--- src/yolo_read_macros.svh ---
`ifndef YOLO_READ_MACROS_SVH
`define YOLO_READ_MACROS_SVH

// datapath geometry
`define N_VECT       4
`define DATAPATH_W   32
`define DATABUS_W    (`N_VECT * `DATAPATH_W)
`define EXT_ADDR_W   32
`define BUS_BYTES    16
`define LEN_W        16
`define W_MEM_ADDR_W 6
`define R_ADDR_W     (`W_MEM_ADDR_W + 2)
`define BIAS_ADDR_W  4
`define CONF_ADDR_W  4

// configuration register map
`define CONF_EXT_ADDR      0
`define CONF_OFFSET        1
`define CONF_LEN           2
`define CONF_INT_ADDR      3
`define CONF_ITER          4
`define CONF_PER           5
`define CONF_START         6
`define CONF_SHIFT         7
`define CONF_INCR          8
`define CONF_BIAS_EXT_ADDR 9
`define CONF_BIAS_INT_ADDR 10
`define CONF_BIAS_START    11

`endif

--- src/yolo_read_pkg.sv ---
`include "yolo_read_macros.svh"

package yolo_read_pkg;

   // cpu configuration write strobe
   typedef struct packed {
      logic                     valid;
      logic [`CONF_ADDR_W-1:0]  addr;
      logic [`EXT_ADDR_W-1:0]   wdata;
   } cpu_wr_t;

   // databus request held until ready
   typedef struct packed {
      logic                     valid;
      logic [`EXT_ADDR_W-1:0]   addr;
   } bus_req_t;

   typedef struct packed {
      logic                     ready;
      logic [`DATABUS_W-1:0]    rdata;
   } bus_resp_t;

   // local memory write port
   typedef struct packed {
      logic                     en;
      logic [`W_MEM_ADDR_W-1:0] addr;
      logic [`DATABUS_W-1:0]    data;
   } mem_wr_t;

   typedef struct packed {
      logic [`R_ADDR_W-1:0]     iter;
      logic [`R_ADDR_W-1:0]     per;
      logic [`R_ADDR_W-1:0]     start;
      logic [`R_ADDR_W-1:0]     shift;
      logic [`R_ADDR_W-1:0]     incr;
   } read_cfg_t;

   // one bus word seen whole or as datapath lanes
   typedef union packed {
      logic [`DATABUS_W-1:0]                   word;
      logic [`N_VECT-1:0][`DATAPATH_W-1:0]     lane;
   } bus_word_u;

endpackage

--- src/yolo_fetch.sv ---
`timescale 1ns/1ps
`include "yolo_read_macros.svh"

module yolo_fetch import yolo_read_pkg::*; (
   input  logic                     clk,
   input  logic                     rst,
   input  logic                     start,
   input  logic [`EXT_ADDR_W-1:0]   base,
   input  logic [`LEN_W-1:0]        len,
   input  logic [`W_MEM_ADDR_W-1:0] int_addr,
   output bus_req_t                 req,
   input  bus_resp_t                resp,
   output mem_wr_t                  wr,
   output logic                     done
);

   logic                     busy;
   logic                     xfer;
   logic [`EXT_ADDR_W-1:0]   ext_addr;
   logic [`LEN_W-1:0]        remain;
   logic [`W_MEM_ADDR_W-1:0] next_waddr;
   logic                     wr_en;
   logic [`W_MEM_ADDR_W-1:0] wr_addr;
   logic [`DATABUS_W-1:0]    wr_data;

   // a transfer completes when ready meets our request
   assign xfer = busy && resp.ready;

   always_ff @(posedge clk or posedge rst) begin
      if (rst) begin
         busy   <= 1'b0;
         remain <= '0;
         wr_en  <= 1'b0;
      end else begin
         wr_en <= xfer;
         if (!busy && start) begin
            // zero length finishes straight away
            busy   <= (len != '0);
            remain <= len;
         end else if (xfer) begin
            remain <= remain - 1'b1;
            if (remain == 1) busy <= 1'b0;
         end
      end
   end

   // address and write data path
   always_ff @(posedge clk) begin
      if (!busy && start) begin
         ext_addr   <= base;
         next_waddr <= int_addr;
      end else if (xfer) begin
         ext_addr   <= ext_addr + `BUS_BYTES;
         next_waddr <= next_waddr + 1'b1;
      end
      if (xfer) begin
         wr_addr <= next_waddr;
         wr_data <= resp.rdata;
      end
   end

   assign req  = '{valid: busy, addr: ext_addr};
   assign wr   = '{en: wr_en, addr: wr_addr, data: wr_data};
   // hold off done until the last word is in memory
   assign done = !busy && !wr_en;

endmodule

--- config.mk ---
export PLATFORM = sky130hd
export DESIGN_NAME = yolo_fetch
export DESIGN_NICKNAME = d
export VERILOG_FILES = /design/src/yolo_read_pkg.sv /design/src/yolo_fetch.sv
export VERILOG_INCLUDE_DIRS = /design/src
export SDC_FILE = /design/constraint.sdc
export NUM_CORES = 1
export LEC_CHECK = 0
export ABC_AREA = 1
export BUFFER_PORTS_ARGS = -buffer_cell sky130_fd_sc_hd__buf_2
export CAP_MARGIN = 20
export CORE_AREA = 2 2 139 141
export DETAILED_ROUTE_END_ITERATION = 16
export DIE_AREA = 0 0 141 143
export HOLD_SLACK_MARGIN = 0.1
export PLACE_DENSITY = 0.75
export SLEW_MARGIN = 20
export SYNTH_ARGS = -nofsm -noshare
export SYNTH_HDL_FRONTEND = slang
export SYNTH_SLANG_ARGS = --single-unit
--- constraint.sdc ---
create_clock -name clk -period 6.05 [get_ports clk]
set_input_delay 1.21 -clock clk [delete_from_list [all_inputs] [get_ports clk]]
set_output_delay 1.21 -clock clk [all_outputs]
set_load 0.02 [all_outputs]
Yosys cells after proc, flatten, opt, wreduce, memory -nomap -nowiden:

Index checks and enable logic that the tools add are counted.

* register bits: 190
* output and inout port bits: 169

* $add $sub $neg: 3
* eq/ne operators: 1
* muxes and demuxes: 9
* reduce and logical (&&, ||, !) cells: 9

Operator list (count)
* 2-to-1 mux 32 bit: 2
* adder 32 x 5 -> 32 bit (second input constant): 1
* 2-to-1 mux 16 bit: 2
* == test 16 x 1 -> 1 bit (second input constant): 1
* nonzero test 16 bit: 1
* subtractor 16 x 1 -> 16 bit (second input constant): 1
* 2-to-1 mux 6 bit: 2
* adder 6 x 1 -> 6 bit (second input constant): 1
* nonzero test 2 bit: 2
* logical AND 1 bit: 3
* 2-to-1 mux 1 bit: 3
* logical NOT 1 bit: 2
* AND reduction 2 bit: 1

Longest topological paths before layout:

* depth after elaboration: 4
* mapped depth: 10

Least setup slack after synthesis:

No wires, ideal clock.

* path type: input port to flip-flop
* from: input port resp[128] (netlist name)
* to: register wr_addr[0], enable pin
* data arrival time: 3.027 ns
* path slack: 2.586 ns
* cell stages on the path: 3
* buffers on the path: 1
* path through: nand2_4 inv_2 buf_2

* cells in the longest elaborated chain, start to end: 1

Ends and longest elaborated chain
* start, declared: RTL line yolo_fetch.sv:12 `input bus_resp_t resp,`
* logical AND 1 bit: RTL line yolo_fetch.sv:27 `assign xfer = busy && resp.ready;`
* via xfer: RTL line yolo_fetch.sv:18 `logic xfer;`
* end signal, assigned: RTL line yolo_fetch.sv:57 `wr_addr <= next_waddr;`
* end, declared: RTL line yolo_fetch.sv:23 `` logic [`W_MEM_ADDR_W-1:0] wr_addr; ``

The timed path passes the listed nets, and every way through them passes these cells.
A chain may end at the register's enable or synchronous reset.

Worst setup path after layout:

* from: input port resp[128] (netlist name)
* to: register remain[8]

* cells in the longest elaborated chain, start to end: 2

Ends and longest elaborated chain
* logical AND 1 bit: RTL line yolo_fetch.sv:27
* nonzero test 2 bit (no line)
* end signal, assigned: RTL line yolo_fetch.sv:39 `remain <= len;`
* end signal, assigned: RTL line yolo_fetch.sv:41 `remain <= remain - 1'b1;`
* end, declared: RTL line yolo_fetch.sv:20 `` logic [`LEN_W-1:0] remain; ``

Every way passes these cells.

==> out/results.tsv <==
stage	metric	value	unit
clock_network	CTS resizes	0	
placed_design	dpl ws	2.81	ns
layout	FF+latch area	5620	µm²
floorplanning	Die Y	143	µm
drt	DR vias/cell	4.84	
clock_network	clk sinks	190	
critical_path	reg-to-reg slack, setup	3.59	ns
sta	Final Setup Violations	0	
layout	final antenna diode count	0	
synthesis	syn avg cell area	11.9	µm²
layout	Nets	1203	
sta	RSZ-0062 raised after global routing	no	
synthesis	post-synthesis cell type count	33	
placed_design	DP Wirelength	17.4	mm
critical_path	Req. time, crit path	6.36	ns
sta	Slew HR	0.518	
floorplanning	row cnt	50	
pwr	Switching Fraction	0.389	
critical_path	Worst Path Max Fanout	57	
sta	final setup margin	3.27	ns
drt	WL met1	8.79	mm
critical_path	Worst Setup SP	resp[128]	
pwr	Comb power frac	0.328	
sta	post-route clock skew	0.0136	ns
worst_hold_path	hold_sp	next_waddr[5]	
pwr	Flop pwr share	0.448	
sta	count of final hold-check violations	0	
critical_path	Critical Path AT	3.09	ns
floorplanning	IO Pins	355	
pwr	NetSw	1.92	mW
clock_network	cts bufs inserted	17	
critical_path	worst r2r src	busy	
sta	Fin Setup TNS	0	ns
synthesis	Synth Warn #	0	
grt	Congestion Overflow GR	0	
grt	vias in the first global route	5905	
critical_path	Setup CP Type	in -> reg	
clock_network	clock-pin slew on the worst setup and hold paths	0.07	ns
clock_network	clock root buffer	clkbuf_16	
clock_network	cts hold-fix bufs	0	
clock_network	CTS HTree Levels	4	
clock_network	Post-CTS Repair Setup Buffers	0	
grt	largest net degree at the start of global routing	90	
sta	Slew Viols, Final	0	
critical_path	critical path startpoint category	input pin	
grt	GRT Overall Usage	0.220	
drt	number of remaining DRC errors	0	
sta	Slew @ Worst Pin	0.723	ns
drt	via count	6103	
drt	DRT Wirelength	22.8	mm
clock_network	worst skew pair latency	0.43	ns
layout	area of the multi-input gates	1800	µm²
floorplanning	chip width	141	µm
synthesis	fraction of registers with async set/reset	0.0947	
synthesis	Cell Area, Synth	7700	µm²
floorplanning	Initial Utilization	0.414	
pwr	P per Cell Area	479	nW/µm²
synthesis	Syn Inst Count	649	
clock_network	CTS tree	yes	
sta	Tmin final	2.78	ns
clock_network	Max Buffers Root-to-Sink	2	
synthesis	sequential-to-total area share from yosys stat	0.730	
floorplanning	Die ar.	20200	µm²
layout	fin util	0.556	
status	status	finished, final reports clean	
pwr	Leak Pwr	4.63	nW
drt	Pre-antenna DRT Iters	5	
grt	initial antenna violation count	3	
synthesis	Syn Nets	839	
layout	area growth from synthesis to layout	34.1	%
drt	post-DR wirelength/cell	18.1	µm
drt	routed length on met2	11.6	mm
sta	Tcrit/Tclk final	0.459	
pwr	Pwr Total	4.94	mW
layout	share of cells above drive strength 1	0.397	
job	Max Cap Viol	0	
sta	Hold WS	0.500	ns
sta	Max Freq	360	MHz
drt	Max Used Layer	met5	
synthesis	EDFF count, synth	172	
drt	antenna viol nets, final	0	
grt	first-pass GRT wire length	33.3	mm
placed_design	gp weighted congestion	0.856	
drt	met3 wire len	1.92	mm
pwr	clock power share	0.224	
pwr	internal power	3.02	mW
floorplanning	core area	18600	µm²
drt	starting DRC count in detailed routing	437	
pwr	Worst VDD drop	0.000275	V
synthesis	Synth Register Bits	190	
synthesis	Most used DFF post-synth	edfxtp_1	
critical_path	CP Capture Type	flop	
worst_hold_path	HP Class	reg -> reg	
placed_design	Port-buffer cells	354	
layout	# fillers	1610	
final cells by class:
class,count,area share
clock buffers,18,0.0416
clock inverters,14,0.0144
inverters,57,0.0212
multi-input cells,389,0.174
flip-flops and latches,190,0.544
well taps,234,0.0284
repair buffers,358,0.176
kinds of logic after synthesis:
group	count (synthesis)	share of synthesized area
AO/OA/AOI/OAI	43	0.0332
XOR/XNOR	14	0.0159
adder cells (fa/ha/maj)	4	0.00650
buffers and inverters	70	0.0371
flip-flops	190	0.730
AND/OR/NAND/NOR	328	0.178
cell usage in the layout, fill, tap and decap left out, types with 2 or more instances in the layout:
master and instances:
inv_1 54, nor2_1 65, nor4_1 2, buf_4 3, clkinv_2 2, o21ai_0 16
o21bai_1 2, o211ai_1 4, o221ai_1 2, nor3_1 3, inv_6 6, ha_1 4
inv_8 3, clkbuf_16 17, nor2_4 4, nand2_2 2, xor2_1 11, o22ai_1 6
inv_2 2, a21oi_1 7, a31oi_1 5, nand3_1 33, nand2_1 205, nand4_1 4
dfrtp_1 18, buf_2 354, xnor2_1 3, clkinvlp_4 2, nor2_2 5, edfxtp_1 172
power by group through the flow:
stage               combinational, mW  clock, mW  sequential [mW]
floorplan                       0.726          0             2.53
global route                     1.79       1.18             2.26
global placement                 1.57          0             2.22
CTS                              1.62       1.12             2.21
detailed placement               1.62          0             2.23
finish                           1.62       1.11             2.21
cells in the mapped netlist, types with 5 or more instances:
master	instances	area, µm²
nor2_1	65	244
nor2_2	5	31.3
inv_1	54	203
o21ai_0	16	80.1
buf_2	6	30.0
edfxtp_1	172	5160
xor2_1	11	96.3
a21oi_1	7	35.0
nand3_1	33	165
nand2_1	205	769
a31oi_1	5	31.3
dfrtp_1	18	450
o22ai_1	6	37.5
final timing paths:
check	end	cells past startpoint
max	remain[8]	8
min in group asynchronous	busy	2
max reg2reg	remain[8]	7
min reg2reg	wr_addr[5]	0
min	wr_addr[5]	0
max in group asynchronous	remain[15]	2
layer usage:
metal,vias up,GRT usage
met5,-,0
met4,6,0.0642
met3,36,0.0661
met2,276,0.379
met1,2857,0.269
li1,2928,-
registers in the layout, summed over array words and instances (netlist names):
name	cells
busy	1
ext_addr	32
next_waddr	6
remain	16
wr_addr	6
wr_data	128
wr_en	1
per-stage QoR:
stage	instance area, µm²	cells
floorplan	7700	649
global placement	9720	1227
finish	10300	1260
global route	10300	1260
CTS	10300	1259
detailed placement	9720	1227
worst max-delay path, cell delays in order:
cell      delay [ns]
buf_2           0.10
nand2_4         0.10
inv_6           0.40
nor2_4          0.12
inv_1           0.33
buf_4           0.49
o22ai_1         0.12
o21bai_1        0.18
Note: power is estimated with default switching activity, not from simulation.
