File: src/yolo_read_macros.svh
`ifndef YOLO_READ_MACROS_SVH
`define YOLO_READ_MACROS_SVH

// datapath geometry
`define N_VECT       4
`define DATAPATH_W   32
`define DATABUS_W    (`N_VECT * `DATAPATH_W)
`define EXT_ADDR_W   32
`define BUS_BYTES    16
`define LEN_W        16
`define W_MEM_ADDR_W 6
`define R_ADDR_W     (`W_MEM_ADDR_W + 2)
`define BIAS_ADDR_W  4
`define CONF_ADDR_W  4

// configuration register map
`define CONF_EXT_ADDR      0
`define CONF_OFFSET        1
`define CONF_LEN           2
`define CONF_INT_ADDR      3
`define CONF_ITER          4
`define CONF_PER           5
`define CONF_START         6
`define CONF_SHIFT         7
`define CONF_INCR          8
`define CONF_BIAS_EXT_ADDR 9
`define CONF_BIAS_INT_ADDR 10
`define CONF_BIAS_START    11

`endif

File: src/yolo_read_pkg.sv
`include "yolo_read_macros.svh"

package yolo_read_pkg;

   // cpu configuration write strobe
   typedef struct packed {
      logic                     valid;
      logic [`CONF_ADDR_W-1:0]  addr;
      logic [`EXT_ADDR_W-1:0]   wdata;
   } cpu_wr_t;

   // databus request held until ready
   typedef struct packed {
      logic                     valid;
      logic [`EXT_ADDR_W-1:0]   addr;
   } bus_req_t;

   typedef struct packed {
      logic                     ready;
      logic [`DATABUS_W-1:0]    rdata;
   } bus_resp_t;

   // local memory write port
   typedef struct packed {
      logic                     en;
      logic [`W_MEM_ADDR_W-1:0] addr;
      logic [`DATABUS_W-1:0]    data;
   } mem_wr_t;

   typedef struct packed {
      logic [`R_ADDR_W-1:0]     iter;
      logic [`R_ADDR_W-1:0]     per;
      logic [`R_ADDR_W-1:0]     start;
      logic [`R_ADDR_W-1:0]     shift;
      logic [`R_ADDR_W-1:0]     incr;
   } read_cfg_t;

   // one bus word seen whole or as datapath lanes
   typedef union packed {
      logic [`DATABUS_W-1:0]                   word;
      logic [`N_VECT-1:0][`DATAPATH_W-1:0]     lane;
   } bus_word_u;

endpackage

File: src/yolo_read_addrgen.sv
`timescale 1ns/1ps
`include "yolo_read_macros.svh"

module yolo_read_addrgen import yolo_read_pkg::*; (
   input  logic                 clk,
   input  logic                 rst,
   input  logic                 start,
   input  read_cfg_t            cfg,
   output logic                 r_en,
   output logic [`R_ADDR_W-1:0] r_addr,
   output logic                 flow_valid,
   output logic                 done
);

   logic [`R_ADDR_W-1:0] iter_cnt;
   logic [`R_ADDR_W-1:0] per_cnt;
   // first address of the current iteration
   logic [`R_ADDR_W-1:0] line_addr;
   logic                 valid_d1;
   logic                 valid_d2;

   always_ff @(posedge clk or posedge rst) begin
      if (rst) begin
         r_en      <= 1'b0;
         r_addr    <= '0;
         line_addr <= '0;
         iter_cnt  <= '0;
         per_cnt   <= '0;
      end else if (start && !r_en) begin
         r_en      <= (cfg.iter != '0) && (cfg.per != '0);
         r_addr    <= cfg.start;
         line_addr <= cfg.start;
         iter_cnt  <= '0;
         per_cnt   <= '0;
      end else if (r_en) begin
         if (per_cnt == cfg.per - 1'b1) begin
            per_cnt <= '0;
            if (iter_cnt == cfg.iter - 1'b1) begin
               r_en <= 1'b0;
            end else begin
               iter_cnt  <= iter_cnt + 1'b1;
               line_addr <= line_addr + cfg.shift;
               r_addr    <= line_addr + cfg.shift;
            end
         end else begin
            per_cnt <= per_cnt + 1'b1;
            r_addr  <= r_addr + cfg.incr;
         end
      end
   end

   // memory read, then lane output register
   always_ff @(posedge clk or posedge rst) begin
      if (rst) begin
         valid_d1 <= 1'b0;
         valid_d2 <= 1'b0;
      end else begin
         valid_d1 <= r_en;
         valid_d2 <= valid_d1;
      end
   end

   assign flow_valid = valid_d2;
   assign done       = !r_en && !valid_d1 && !valid_d2;

endmodule

File: config.mk
export PLATFORM = sky130hd
export DESIGN_NAME = yolo_read_addrgen
export DESIGN_NICKNAME = d
export VERILOG_FILES = /design/src/yolo_read_pkg.sv /design/src/yolo_read_addrgen.sv
export VERILOG_INCLUDE_DIRS = /design/src
export SDC_FILE = /design/constraint.sdc
export NUM_CORES = 1
export LEC_CHECK = 0
export BUFFER_PORTS_ARGS = -buffer_cell sky130_fd_sc_hd__buf_2
export CORE_UTILIZATION = 60
export DETAILED_ROUTE_END_ITERATION = 12
export GPL_TIMING_DRIVEN = 0
export PLACE_DENSITY = 0.89
export SLEW_MARGIN = 20
export SYNTH_ARGS = -nofsm -noshare
export SYNTH_HDL_FRONTEND = slang
export SYNTH_SLANG_ARGS = --single-unit
File: constraint.sdc
create_clock -name clk -period 6.4 [get_ports clk]
set_input_delay 0.64 -clock clk [delete_from_list [all_inputs] [get_ports clk]]
set_output_delay 0.64 -clock clk [all_outputs]
set_load 0.02 [all_outputs]
# Word level (Yosys, flattened, before mapping)
# Index checks and enable logic that the tools add are counted.
[classes]
addsub = 6
n_eq_ne = 4
n_mux = 18
n_reduce_logical = 13
[op_table]
columns = ["operator", "count"]
rows = [
  ["$mux 8", 14],
  ["$add 8x1->8 const B", 2],
  ["$add 8x8->8", 2],
  ["$eq 8x8->1", 2],
  ["$reduce_bool 8->1", 2],
  ["$sub 8x1->8 const B", 2],
  ["$logic_and 1x1->1", 4],
  ["$mux 1", 4],
  ["$reduce_bool 2->1", 2],
  ["$logic_not 1->1", 3],
  ["$ne 3x3->1 const B", 1],
  ["$reduce_and 3->1", 1],
  ["$ne 2x2->1 const B", 1],
  ["$reduce_and 2->1", 1],
]
[word_totals]
reg_bits = 35
input_bits = 43

# Depth between registers and ports, before layout
[logic_depth]
word_depth = 6
mapped_depth = 9

# Worst setup path before layout
# OpenSTA, ideal clock, no wires.
[synth_path]
path_type = "in2reg"
startpoint = "input port cfg[32] (netlist name)"
endpoint = "register r_addr[6]"
t_arrival_ps = 2618
required_ps = 6274
path_slack_ps = 3656
stages = 8
path_buffers = 0
path_cell_list = "inv_1 -> ha_1 -> or4b_1 -> nor4b_1 -> inv_1 -> a311oi_4 -> nand2_1 -> a221o_1"
[synth_via]
elab_chain_cells = 4
[synth_lines]
columns = ["item", "line", "text"]
rows = [
  ["from (decl)", "yolo_read_addrgen.sv:8", "input read_cfg_t cfg,"],
  ["$sub 8x1->8", "yolo_read_addrgen.sv:38", "if (iter_cnt == cfg.iter - 1'b1) begin"],
  ["$eq 8x8->1", "yolo_read_addrgen.sv:38", ""],
  ["$ne 3x3->1 (no source line)", "--", ""],
  ["$reduce_and 2->1 (no source line)", "--", ""],
  ["to (signal assigned)", "yolo_read_addrgen.sv:31", "r_addr <= cfg.start;"],
  ["to (signal assigned)", "yolo_read_addrgen.sv:43", "r_addr <= line_addr + cfg.shift;"],
  ["to (signal assigned)", "yolo_read_addrgen.sv:47", "r_addr <= r_addr + cfg.incr;"],
  ["to (decl)", "yolo_read_addrgen.sv:10", "output logic [`R_ADDR_W-1:0] r_addr,"],
]
# Every way passes these cells.
# A chain may end at the register's enable or synchronous reset.

# Worst setup path after layout
[layout_path]
startpoint = "input port cfg[32] (netlist name)"
endpoint = "register r_addr[1]"
# The elaborated chain is that of the path after synthesis.

==> summary.md <==
| Metric | Value |
|---|---|
| Max VDD drop | ~280 uV |
| Leak | roughly 1.5 nW |
| Worst EP required | around 6.6 ns |
| Worst reg2reg path depth | 6 |
| Reg2reg end | line_addr[7] |
| Final layout net count | between 400 and 500 |
| Area of the die | 0.00530 mm^2 |
| Flop pwr share | approximately 30% |
| Crit-path max FO | 10 |
| Worst setup path start | cfg[32] |
| Kind of critical path | input port to flip-flop |
| CTS Buffer Depth | 2 |
| CTS tree | done |
| Unique masters post-synth | 64 |
| Worst-Skew Late Latency | roughly 0.30 ns |
| Clock Root Buffer | clkbuf_8 |
| Switching Share | a little over two fifths |
| Pre-Repair DR Iteration Count | 5 |
| M2 GR Usage | 50.9% |
| Clock skew | ~0.0085 ns |
| Async set or reset register ratio after synthesis | 100% |
| Status | finished clean |
| Design area | ~0.0035 mm^2 |
| Final wirelength | about 7600 um |
| Antenna violations before repair | 0 |
| Hold EP | flow_valid |
| DRT iter0 DRCs | 168 |
| Vias in the first global route | 2852 |
| #FFs+latches synth | 35 |
| Mapped Area | 0.00301 mm^2 |
| Row count | 25 |
| Sequential fraction of the synthesis area | approximately 29% |
| Post-DP HPWL | about 5800 um |
| Cell area after placement | approximately 0.0034 mm^2 |
| Routing usage on met3 | ~4.6% |
| Critical Path AT | between 3 and 4 ns |
| Hold Vio Cnt, Final | 0 |
| Crit path launch type | input port |
| Crit path top cell by count | inv_1 |
| Minimum clock period after layout | 2.94 ns |
| Post-Syn Nets | approximately 400 |
| # hold bufs at CTS | 0 |
| # DRC | 0 |
| Clock Sinks | 35 |
| Clk network pwr share | between 10% and 20% |
| Power Internal | roughly 730 uW |
| Cts repair resizes | 0 |
| Starting density of the core | 62.8% |
| Final core utilization | a little over 70% |
| Max-slew violations | 0 |
| Post-synth EDFFs | 0 |
| Worst slew pin tran | approximately 0.76 ns |
| Hold path cells | 0 |
| Crit end category | flip-flop |
| Max-capacitance violation count | 0 |
| Setup TNS | 0 ns |
| Chip Width | roughly 73 um |
| H-tree Lvls | 2 |
| RSZ-0062 raised after global routing | no |
| Rel. slew slack | around half |
| Grt ovf | 0 |
| First-pass GRT wire length | between 10000 and 15000 um |
| Area Growth Syn to Fin | 15.5% |
| Synthesized area per cell | ~8.7 um^2 |
| Layout cell share with drive strength beyond 1 | between 15 and 20% |
| Antenna-violating nets left | 0 |
| Core area | between 0.004 and 0.005 mm^2 |
| Achievable Freq | 0.340 GHz |
| Synth Instances | 346 |
| GP Congestion | between 0.8 and 0.9 |
| Port Buf Inserts | 53 |
| Via density | 6.20 |
| Die H | approximately 73 um |
| DR WL/cell | between 15 and 20 um |
| CTS clk-pin slew, worst paths | around 0.07 ns |
| Via count | roughly 3000 |
| Reg2reg setup slack | approximately 3.8 ns |
| Gr usage total | between 30% and 40% |
| CP cell instances | buf_2 -> inv_1 -> ha_1 -> or4b_1 -> nor4b_1 -> inv_1 -> a311oi_4 -> nand2_1 -> a221o_1 |
| Max incr delay on CP | approximately 0.54 ns |
| Ys flop type | dfrtp_1 |
| Pin count of the biggest net entering global routing | 36 |
| Yosys Warn Count | 0 |
| # diodes | 0 |
| Ports | 54 |
| Global-route track usage on met1 | between 40% and 50% |
| Tightest Hold Check Type | flip-flop to flip-flop |
| Placed Cells incl. Taps | ~470 |
| NetSw | 539 uW |
| Logic pwr share | between 50% and 60% |
| Final period util | a little under half |
| Post-CTS Setup Repair Bufs | 0 |
| Number of buffers created by CTS | 5 |
| Grt peak-use layer | met2 |
| Power per standard cell area | about 360 mW/mm^2 |
| Critical hold path startpoint | valid_d1 |
| Setup violators final | 0 |
| Slowest CP cell | a311oi_4 |
| Reg2reg start | r_en |
| Finished Layout Cells | roughly 470 |
-- worst max-delay path, delay by kind of cell --
kind            cells  cell delay (ns)
simple gates        3             1.05
fa+ha+maj           1             0.19
buf+inv             3             0.32
compound gates      2             0.93
-- routing by layer --
layer / wire length (um) / vias up
li1: - / 1408
met1: 3280 / 1375
met2: 3670 / 136
met3: 506 / 18
met4: 118 / 0
met5: 0 / -
-- cells in the final DEF, fill, tap and decap left out, types with 3 or more instances in the layout --
master     instances
clkbuf_8           6
mux2i_1            7
nand2_1           35
a311oi_1           3
nor4_1             5
nand3_1           15
a21oi_1            9
o21ai_1            4
o2111ai_1          4
a31oi_1            5
or3_1              4
o21ai_0           11
clkbuf_1           4
or2_2              3
and3_1             3
a211oi_1           3
nor3b_1            3
or4_1              4
dfrtp_1           35
a221oi_1           4
nor3_1            10
buf_2             58
ha_1              19
a221o_1            3
nor2b_1            5
nand2b_1           3
xor2_1            12
o41ai_1            3
nand4_1            5
inv_1             30
o21bai_1           3
nor2_1            22
xnor2_1           16
o211ai_1           8
-- cell type report --
type / count / area [um^2]
multi-input combinational: 270 / 1960
fill: 369 / 1310
sequential: 35 / 876
timing repair buffer: 53 / 265
inverter: 31 / 116
tap: 67 / 83.8
clock buffer: 6 / 82.6
buffer: 10 / 51.3
clock inverter: 2 / 35.0
-- metrics by stage --
step	power [mW]	hold slack, ns	setup WS [ns]
finish	1.27	0.388	3.46
global route	1.36	0.399	3.32
CTS	1.26	0.388	3.45
detailed placement	1.05	0.372	3.16
global placement	1.02	0.361	3.19
floorplan	0.872	0.355	3.66
-- registers in the layout, summed over array words and instances, names as in the netlist --
| register | count |
|---|---|
| per_cnt | 8 |
| valid_d1 | 1 |
| flow_valid | 1 |
| r_en | 1 |
| r_addr | 8 |
| line_addr | 8 |
| iter_cnt | 8 |
-- cells in the mapped netlist (all sizes together), types with 2 or more instances --
cell type / count / area (um^2)
buf: 6 / 36.3
a311o: 2 / 20.0
dfrtp: 35 / 876
nor3b: 3 / 22.5
o41ai: 3 / 26.3
a221o: 3 / 30.0
o2111ai: 4 / 35.0
xnor2: 17 / 156
a211oi: 3 / 22.5
nor4: 6 / 52.6
a31oi: 5 / 31.3
or2: 3 / 18.8
nor2b: 5 / 31.3
a21oi: 9 / 45.0
clkbuf: 4 / 15.0
a2111oi: 2 / 36.3
a221oi: 4 / 35.0
and3: 3 / 18.8
o21bai: 3 / 22.5
or3: 4 / 25.0
nor2: 22 / 82.6
nand3: 16 / 85.1
fa: 2 / 40.0
nor4b: 2 / 17.5
nor3: 11 / 60.1
a2111o: 2 / 22.5
nand2b: 3 / 18.8
ha: 19 / 238
nand4: 5 / 31.3
o21ai: 15 / 75.1
o31ai: 3 / 27.5
a31o: 3 / 26.3
mux2: 3 / 33.8
o311a: 2 / 20.0
o211ai: 8 / 60.1
or4: 4 / 30.0
nand2: 35 / 131
mux2i: 7 / 70.1
inv: 31 / 116
xor2: 12 / 105
a311oi: 4 / 52.6
and2: 2 / 12.5
-- worst max-delay path by stage --
stage                            to  slack [ns]
final                     r_addr[1]        3.46
after global routing      r_addr[1]        3.32
after CTS                 r_addr[1]        3.45
after detailed placement  r_addr[6]        3.16
after global placement    r_addr[1]        3.19
after floorplan           r_addr[6]        3.66
-- power by group through the flow --
stage	combinational [mW]	sequential, mW	clock, mW
final	0.675	0.380	0.212
after detailed placement	0.666	0.381	0
after global routing	0.749	0.392	0.219
after global placement	0.640	0.377	0
after CTS	0.674	0.378	0.210
after floorplan	0.478	0.394	0
-- cell families (layout without fill, tap and decap cells) --
family | Yosys count | count (layout) | share of synthesized area, %
buffers and inverters | 41 | 102 | 5.57
multiplexers | 10 | 10 | 3.45
flip-flops | 35 | 35 | 29.1
adder cells (fa/ha/maj) | 21 | 21 | 9.23
XOR/XNOR | 29 | 29 | 8.69
AND/OR/NAND/NOR | 126 | 126 | 21.8
AO/OA/AOI/OAI | 84 | 84 | 22.1
Note: power is estimated with default switching activity, not from simulation.
