===== config.mk =====
export PLATFORM = sky130hd
export DESIGN_NAME = yolo_read_ctrl
export DESIGN_NICKNAME = d
export VERILOG_FILES = /design/src/yolo_read_pkg.sv /design/src/yolo_read_ctrl.sv
export VERILOG_INCLUDE_DIRS = /design/src
export SDC_FILE = /design/constraint.sdc
export NUM_CORES = 1
export LEC_CHECK = 0
export ABC_CLOCK_PERIOD_IN_PS = 30900
export BUFFER_PORTS_ARGS = -buffer_cell sky130_fd_sc_hd__buf_2
export CAP_MARGIN = 15
export CORE_MARGIN = 3
export CORE_UTILIZATION = 56
export CTS_CLUSTER_SIZE = 16
export DETAILED_ROUTE_END_ITERATION = 12
export GPL_TIMING_DRIVEN = 0
export PLACE_DENSITY = 0.81
export SETUP_SLACK_MARGIN = 0.2
export SLEW_MARGIN = 20
export SYNTH_ARGS = -nofsm -noshare
export SYNTH_HDL_FRONTEND = slang
export SYNTH_SLANG_ARGS = --single-unit

===== constraint.sdc =====
create_clock -name clk -period 30.9 [get_ports clk]
set_clock_uncertainty 0.05 [all_clocks]
set_input_delay 1.545 -clock clk [delete_from_list [all_inputs] [get_ports clk]]
set_output_delay 1.545 -clock clk [all_outputs]
set_load 0.01 [all_outputs]

===== src/yolo_read_macros.svh =====
`ifndef YOLO_READ_MACROS_SVH
`define YOLO_READ_MACROS_SVH

// datapath geometry
`define N_VECT       4
`define DATAPATH_W   32
`define DATABUS_W    (`N_VECT * `DATAPATH_W)
`define EXT_ADDR_W   32
`define BUS_BYTES    16
`define LEN_W        16
`define W_MEM_ADDR_W 6
`define R_ADDR_W     (`W_MEM_ADDR_W + 2)
`define BIAS_ADDR_W  4
`define CONF_ADDR_W  4

// configuration register map
`define CONF_EXT_ADDR      0
`define CONF_OFFSET        1
`define CONF_LEN           2
`define CONF_INT_ADDR      3
`define CONF_ITER          4
`define CONF_PER           5
`define CONF_START         6
`define CONF_SHIFT         7
`define CONF_INCR          8
`define CONF_BIAS_EXT_ADDR 9
`define CONF_BIAS_INT_ADDR 10
`define CONF_BIAS_START    11

`endif


===== src/yolo_read_pkg.sv =====
`include "yolo_read_macros.svh"

package yolo_read_pkg;

   // cpu configuration write strobe
   typedef struct packed {
      logic                     valid;
      logic [`CONF_ADDR_W-1:0]  addr;
      logic [`EXT_ADDR_W-1:0]   wdata;
   } cpu_wr_t;

   // databus request held until ready
   typedef struct packed {
      logic                     valid;
      logic [`EXT_ADDR_W-1:0]   addr;
   } bus_req_t;

   typedef struct packed {
      logic                     ready;
      logic [`DATABUS_W-1:0]    rdata;
   } bus_resp_t;

   // local memory write port
   typedef struct packed {
      logic                     en;
      logic [`W_MEM_ADDR_W-1:0] addr;
      logic [`DATABUS_W-1:0]    data;
   } mem_wr_t;

   typedef struct packed {
      logic [`R_ADDR_W-1:0]     iter;
      logic [`R_ADDR_W-1:0]     per;
      logic [`R_ADDR_W-1:0]     start;
      logic [`R_ADDR_W-1:0]     shift;
      logic [`R_ADDR_W-1:0]     incr;
   } read_cfg_t;

   // one bus word seen whole or as datapath lanes
   typedef union packed {
      logic [`DATABUS_W-1:0]                   word;
      logic [`N_VECT-1:0][`DATAPATH_W-1:0]     lane;
   } bus_word_u;

endpackage


===== src/yolo_read_ctrl.sv =====
`timescale 1ns/1ps
`include "yolo_read_macros.svh"

module yolo_read_ctrl import yolo_read_pkg::*; (
   input  logic                                clk,
   input  logic                                rst,
   input  logic                                clear,
   input  logic                                run,
   input  cpu_wr_t                             cpu,
   input  logic [`N_VECT:0]                    fetch_done,
   input  logic                                read_done,
   output logic [`N_VECT-1:0][`EXT_ADDR_W-1:0] lane_base,
   output logic [`EXT_ADDR_W-1:0]              bias_base,
   output logic [`LEN_W-1:0]                   len,
   output logic [`W_MEM_ADDR_W-1:0]            int_addr,
   output logic [`BIAS_ADDR_W-1:0]             bias_int_addr,
   output logic [`BIAS_ADDR_W-1:0]             bias_start,
   output read_cfg_t                           rcfg,
   output logic                                fetch_start,
   output logic                                read_start,
   output logic                                done
);

   localparam logic [1:0] ST_IDLE  = 2'd0;
   localparam logic [1:0] ST_FETCH = 2'd1;
   localparam logic [1:0] ST_READ  = 2'd2;

   logic [1:0]                          state;
   logic                                run_ok;
   logic                                fetch_end;

   // cpu visible configuration
   logic [`EXT_ADDR_W-1:0]              cfg_ext_addr;
   logic [`EXT_ADDR_W-1:0]              cfg_offset;
   logic [`LEN_W-1:0]                   cfg_len;
   logic [`W_MEM_ADDR_W-1:0]            cfg_int_addr;
   read_cfg_t                           cfg_read;
   logic [`EXT_ADDR_W-1:0]              cfg_bias_ext_addr;
   logic [`BIAS_ADDR_W-1:0]             cfg_bias_int_addr;
   logic [`BIAS_ADDR_W-1:0]             cfg_bias_start;

   logic [`N_VECT-1:0][`EXT_ADDR_W-1:0] base_calc;

   always_ff @(posedge clk or posedge rst) begin
      if (rst) begin
         cfg_ext_addr      <= '0;
         cfg_offset        <= '0;
         cfg_len           <= '0;
         cfg_int_addr      <= '0;
         cfg_read          <= '0;
         cfg_bias_ext_addr <= '0;
         cfg_bias_int_addr <= '0;
         cfg_bias_start    <= '0;
      end else if (clear) begin
         cfg_ext_addr      <= '0;
         cfg_offset        <= '0;
         cfg_len           <= '0;
         cfg_int_addr      <= '0;
         cfg_read          <= '0;
         cfg_bias_ext_addr <= '0;
         cfg_bias_int_addr <= '0;
         cfg_bias_start    <= '0;
      end else if (cpu.valid) begin
         case (cpu.addr)
            `CONF_EXT_ADDR:      cfg_ext_addr      <= cpu.wdata;
            `CONF_OFFSET:        cfg_offset        <= cpu.wdata;
            `CONF_LEN:           cfg_len           <= cpu.wdata[`LEN_W-1:0];
            `CONF_INT_ADDR:      cfg_int_addr      <= cpu.wdata[`W_MEM_ADDR_W-1:0];
            `CONF_ITER:          cfg_read.iter     <= cpu.wdata[`R_ADDR_W-1:0];
            `CONF_PER:           cfg_read.per      <= cpu.wdata[`R_ADDR_W-1:0];
            `CONF_START:         cfg_read.start    <= cpu.wdata[`R_ADDR_W-1:0];
            `CONF_SHIFT:         cfg_read.shift    <= cpu.wdata[`R_ADDR_W-1:0];
            `CONF_INCR:          cfg_read.incr     <= cpu.wdata[`R_ADDR_W-1:0];
            `CONF_BIAS_EXT_ADDR: cfg_bias_ext_addr <= cpu.wdata;
            `CONF_BIAS_INT_ADDR: cfg_bias_int_addr <= cpu.wdata[`BIAS_ADDR_W-1:0];
            `CONF_BIAS_START:    cfg_bias_start    <= cpu.wdata[`BIAS_ADDR_W-1:0];
            default: ;
         endcase
      end
   end

   // running adder puts lane i at i offsets above the base
   always_comb begin
      base_calc[0] = cfg_ext_addr;
      for (int i = 1; i < `N_VECT; i++) begin
         base_calc[i] = base_calc[i-1] + cfg_offset;
      end
   end

   // runs are only taken while idle
   assign run_ok = run && (state == ST_IDLE);

   always_ff @(posedge clk or posedge rst) begin
      if (rst) begin
         lane_base     <= '0;
         bias_base     <= '0;
         len           <= '0;
         int_addr      <= '0;
         bias_int_addr <= '0;
         bias_start    <= '0;
         rcfg          <= '0;
      end else if (run_ok) begin
         lane_base     <= base_calc;
         bias_base     <= cfg_bias_ext_addr;
         len           <= cfg_len;
         int_addr      <= cfg_int_addr;
         bias_int_addr <= cfg_bias_int_addr;
         bias_start    <= cfg_bias_start;
         rcfg          <= cfg_read;
      end
   end

   // engines still show done while fetch_start is high
   assign fetch_end  = (state == ST_FETCH) && !fetch_start && (&fetch_done);
   assign read_start = fetch_end;
   assign done       = (state == ST_IDLE);

   always_ff @(posedge clk or posedge rst) begin
      if (rst) begin
         state       <= ST_IDLE;
         fetch_start <= 1'b0;
      end else begin
         fetch_start <= run_ok;
         case (state)
            ST_IDLE: begin
               if (run_ok) state <= ST_FETCH;
            end
            ST_FETCH: begin
               if (fetch_end) state <= ST_READ;
            end
            ST_READ: begin
               if (read_done) state <= ST_IDLE;
            end
            default: state <= ST_IDLE;
         endcase
      end
   end

endmodule


Word level (Yosys, flattened, before mapping)
Cells that the tools add are included.
- logic and storage cells: 112
- input bits: 47
- flip-flop bits (word level): 399
- output and inout bits: 233
- eq/ne operators: 16
- add/sub/neg operators: 3
- reduce and logical (&&, ||, !) cells: 33
- multiplexer cells: 32
- operator list (cell ; count):
    $mux 32 ; 9
    $add 32x32->32 ; 3
    $mux 40 ; 2
    $mux 16 ; 3
    $mux 8 ; 5
    $reduce_bool 2->1 ; 13
    $mux 4 ; 6
    $reduce_and 2->1 ; 12
    $mux 6 ; 3
    $eq 4x3->1 const B ; 4
    $eq 4x4->1 const B ; 4
    $eq 4x2->1 const B ; 2
    $mux 2 ; 3
    $pmux 2 s3 ; 1
    $reduce_and 5->1 ; 1
    $eq 4x1->1 const B ; 1
    $logic_not 4->1 ; 1
    $ne 2x2->1 const B ; 2
    $logic_and 1x1->1 ; 3
    $reduce_and 3->1 ; 1
    $eq 2x1->1 const B ; 1
    $eq 2x2->1 const B ; 1
    $logic_not 2->1 ; 1
    $ne 2x1->1 const B ; 1
    $logic_not 1->1 ; 1

Logic depth before layout (Yosys ltp)
- word-level depth: 5
- mapped depth: 35

Worst setup path after synthesis
Ideal clock, no wire load.
- path type: register -> register
- start: register cfg_offset[0]
- end: register lane_base[126] in the netlist's numbering
- buffers on the path: 1
- data arrival time: 6013 ps
- slack: 24706 ps
- setup time: 131 ps
- cell stages (with the launch flop): 35
- data required time: 30719 ps
- cell sequence: dfrtp_1 ha_1 inv_1 fa_1 nor2b_1 o21ai_1 a21boi_1 o21ai_0 a21oi_1 o21ai_0 a21o_1 a21oi_1 o21a_1 o21a_1 nor2_1 ha_1 clkbuf_1 nand3_1 nor2_1 inv_1 a221oi_2 o32a_4 xor2_1 ha_1 a21o_1 a21o_1 a21oi_1 o211ai_1 o21ai_1 o21ai_1 o2111ai_1 a21boi_1 a221oi_1 xor2_1 o21ai_1
- RTL lines (item ; line ; text):
    start: declaration ; yolo_read_ctrl.sv:34 ; logic [`EXT_ADDR_W-1:0] cfg_offset;
    start signal: assignment ; yolo_read_ctrl.sv:66 ; `CONF_OFFSET: cfg_offset <= cpu.wdata;
    end signal: assignment ; yolo_read_ctrl.sv:103 ; lane_base <= base_calc;
    end: declaration ; yolo_read_ctrl.sv:12 ; output logic [`N_VECT-1:0][`EXT_ADDR_W-1:0] lane_base,

==> flow_metrics.py <==
metrics = {
    "place": {
        "place.gp.congestion": 0.905,
        "post-place-cells": 2902,
        "preCtsSetupSlack_ps": 23250,
        "io_buffers": 274,
        "placed_cell_area_um2": 21700,
        "hpwl_um": 42700,
    },
    "logic_synthesis": {
        "yosys-top-cells-area": "dfrtp_1 51%, nand2_1 15%, ha_1 6.0%",
        "syn_nets": 2320,
        "yosysWarningCount": 0,
        "synth_cells": 2176,
        "ys_seq_area_share_pct": 50.7,
        "synth_common_cells": "773 x nand2_1, 398 x dfrtp_1, 189 x a21oi_1",
        "ys_types": 71,
        "yosys.area.top_type": "dfrtp_1",
        "synth_edf_count": 0,
        "synth_flop_cell": "dfrtp_1",
        "synth.top_cell.area_share_pct": 50.7,
        "synth-seq-cells": 398,
        "yosysMostFrequentCell": "nand2_1",
        "syn_area_um2": 19600,
        "async_flop_share_pct": 100,
        "syn_area_per_cell_um2": 9.03,
    },
    "critical_path": {
        "critPathKind": "flip-flop to flip-flop",
        "critPathMaxStageDelay_ps": 470,
        "critPathRequiredTime_ps": 31260,
        "crit_family": "compound AO/OA/AOI/OAI gates",
        "slowest_stage": "dfrtp_1",
        "worstPathArrival_ps": 8190,
        "cp-start-kind": "flip-flop",
        "path_buf_inv": 3,
        "cp_max_fo": 8,
        "crit_top_cell": "o21ai_1",
        "cp_num_cells": 34,
        "end_kind": "flip-flop",
        "reg2regPathDepth": 34,
    },
    "timing": {
        "fin_crit_sh_pct": 25.3,
        "slew_headroom_pct": 26.4,
        "fin_hold_ws_ps": 405,
        "fin_ws_ps": 23070,
        "tns_ps": 0,
        "finalCriticalPeriod_ps": 7830,
        "report.final.slew_viol_count": 0,
        "worst_slew_pin_slew_ps": 1100,
        "rsz0062_at_grt": "false",
        "setup_viol": 0,
        "fmax_ghz": 0.128,
        "final-hold-violation-count": 0,
    },
    "clock_tree": {
        "cts_buffers": 41,
        "post_cts_resized": 0,
        "cts_sinks": 398,
        "cts_root_buf": "clkbuf_16",
        "cts_tree": "yes",
        "cts_setup_buffers": 0,
        "cts_htree_levels": 2,
        "clk_latency_ps": 560,
        "hold_buffers": 0,
        "cts.path.max_buffers": 3,
        "clk_pin_slew_worst_paths_ps": 60,
    },
    "hold_path": {
        "worstHoldPathCells": 2,
        "hp-class": "flip-flop to flip-flop",
    },
    "floorplan": {
        "die_h_um": 193,
        "core_area_um2": 34000,
        "die_area_um2": 37400,
        "die_w_um": 193,
        "ios": 280,
        "start_util_pct": 57.7,
        "num_rows": 67,
    },
    "route": {
        "drt-initial-drc-count": 1265,
        "dr_total_vias": 16800,
        "ant_nets": 0,
        "firstDrtPassIters": 5,
        "wl_um": 56900,
        "route.detailed.drc": 0,
        "via_per_inst": 5.65,
        "drt-wirelength-per-cell_um": 19.1,
    },
    "final_layout": {
        "layout.nets": 2641,
        "synthToLayoutAreaGrowth_pct": 17.9,
        "fin_cells": 2978,
        "fin_area_um2": 23200,
        "drive_above_1_share_pct": 15.8,
        "final_core_util_pct": 68.0,
    },
    "global_route": {
        "track_usage_pct": 29.8,
        "grt_pass1_vias": 16700,
        "grt_pass1_wl_um": 90300,
        "grt_max_degree": 100,
        "antenna_found_initial": 6,
        "grt_overflow_total": 0,
    },
    "power": {
        "p_total_mw": 1.33,
        "power_density_nw_per_um2": 57.3,
        "leakagePower_nw": 12.8,
        "ir_worst_vdd_mv": 0.0573,
    },
    "run": {
        "maxCapViolCount": 0,
    },
    "status": {
        "outcome": "finished clean",
    },
}
==> area by class of cell <==
type                       count  area (um^2)
tap                          448          561
timing repair buffer         278         1480
inverter                      37          146
sequential                   398         9960
clock buffer                  55         1170
antenna                        2         5.00
buffer                       104          394
clock inverter                19          295
fill                        2688        10900
multi-input combinational   1637         9150
==> cell usage in the layout, fill, tap and decap left out, types with 4 or more instances in the layout <==
cell	count
a21o_1	54
or3_1	4
nor2b_1	9
a21oi_1	189
clkbuf_1	106
nand3_1	18
o21bai_1	8
buf_16	4
mux2i_1	56
xnor2_1	43
nor2_1	120
nand4_1	11
o21ai_1	19
o21a_1	7
nand2_1	773
clkbuf_16	41
inv_1	35
bufinv_16	6
clkinv_2	7
o21ai_0	53
a211oi_1	6
a21boi_1	7
clkbuf_8	9
ha_1	94
xor2_1	35
o31ai_1	5
dfrtp_1	398
nand2b_1	16
mux2_2	29
and3_1	11
buf_2	274
nor3_1	7
==> registers in the layout (all words and copies together) (netlist names) <==
| name | flops |
|---|---|
| int_addr | 6 |
| rcfg | 40 |
| lane_base | 127 |
| cfg_len | 16 |
| fetch_start | 1 |
| cfg_bias_start | 4 |
| cfg_bias_ext_addr | 32 |
| cfg_int_addr | 6 |
| len | 16 |
| cfg_bias_int_addr | 4 |
| state | 2 |
| cfg_offset | 32 |
| bias_int_addr | 4 |
| cfg_read | 40 |
| bias_start | 4 |
| cfg_ext_addr | 32 |
| bias_base | 32 |
==> layer usage <==
metal	global-route usage, %	vias to the layer above	routed length [um]
met5	0	-	28
met4	9.75	6	1860
met3	7.08	140	5030
met2	47.0	699	25800
met1	41.1	8120	24200
li1	-	7871	-
==> cell families (layout without fill, tap and decap cells) <==
| logic type | Yosys count | in the layout | share of synthesized area, % |
|---|---|---|---|
| mux | 85 | 85 | 4.52 |
| other cells | 0 | 2 | 0 |
| xor+xnor | 79 | 79 | 3.60 |
| compound gates | 389 | 389 | 12.2 |
| buf+inv | 141 | 493 | 2.71 |
| flops | 398 | 398 | 50.7 |
| simple gates | 987 | 987 | 20.0 |
| fa+ha+maj | 97 | 97 | 6.29 |
==> path summary, 6_finish.rpt <==
check                              start        endpoint  slack, ps
max                        cfg_offset[0]  lane_base[126]      23070
min                          cfg_read[1]         rcfg[1]        410
max reg2reg                cfg_offset[0]  lane_base[126]      23070
min reg2reg                  cfg_read[1]         rcfg[1]        410
max in group asynchronous            rst   bias_base[26]      27770
min in group asynchronous            rst  lane_base[101]       1050
==> power breakdown <==
group	total (mW)	internal [mW]	switching [mW]
sequential	0.580	0.557	0.0226
combinational	0.214	0.0614	0.152
clock	0.534	0.319	0.215
==> worst register-to-register path, delay by kind of cell, from the launching register on <==
family | cells | cell delay, ps
fa+ha+maj | 4 | 1270
flops | 1 | 470
buf+inv | 3 | 410
simple gates | 4 | 580
xor+xnor | 2 | 530
compound gates | 21 | 4370
Note: power is estimated with default switching activity, not from simulation.
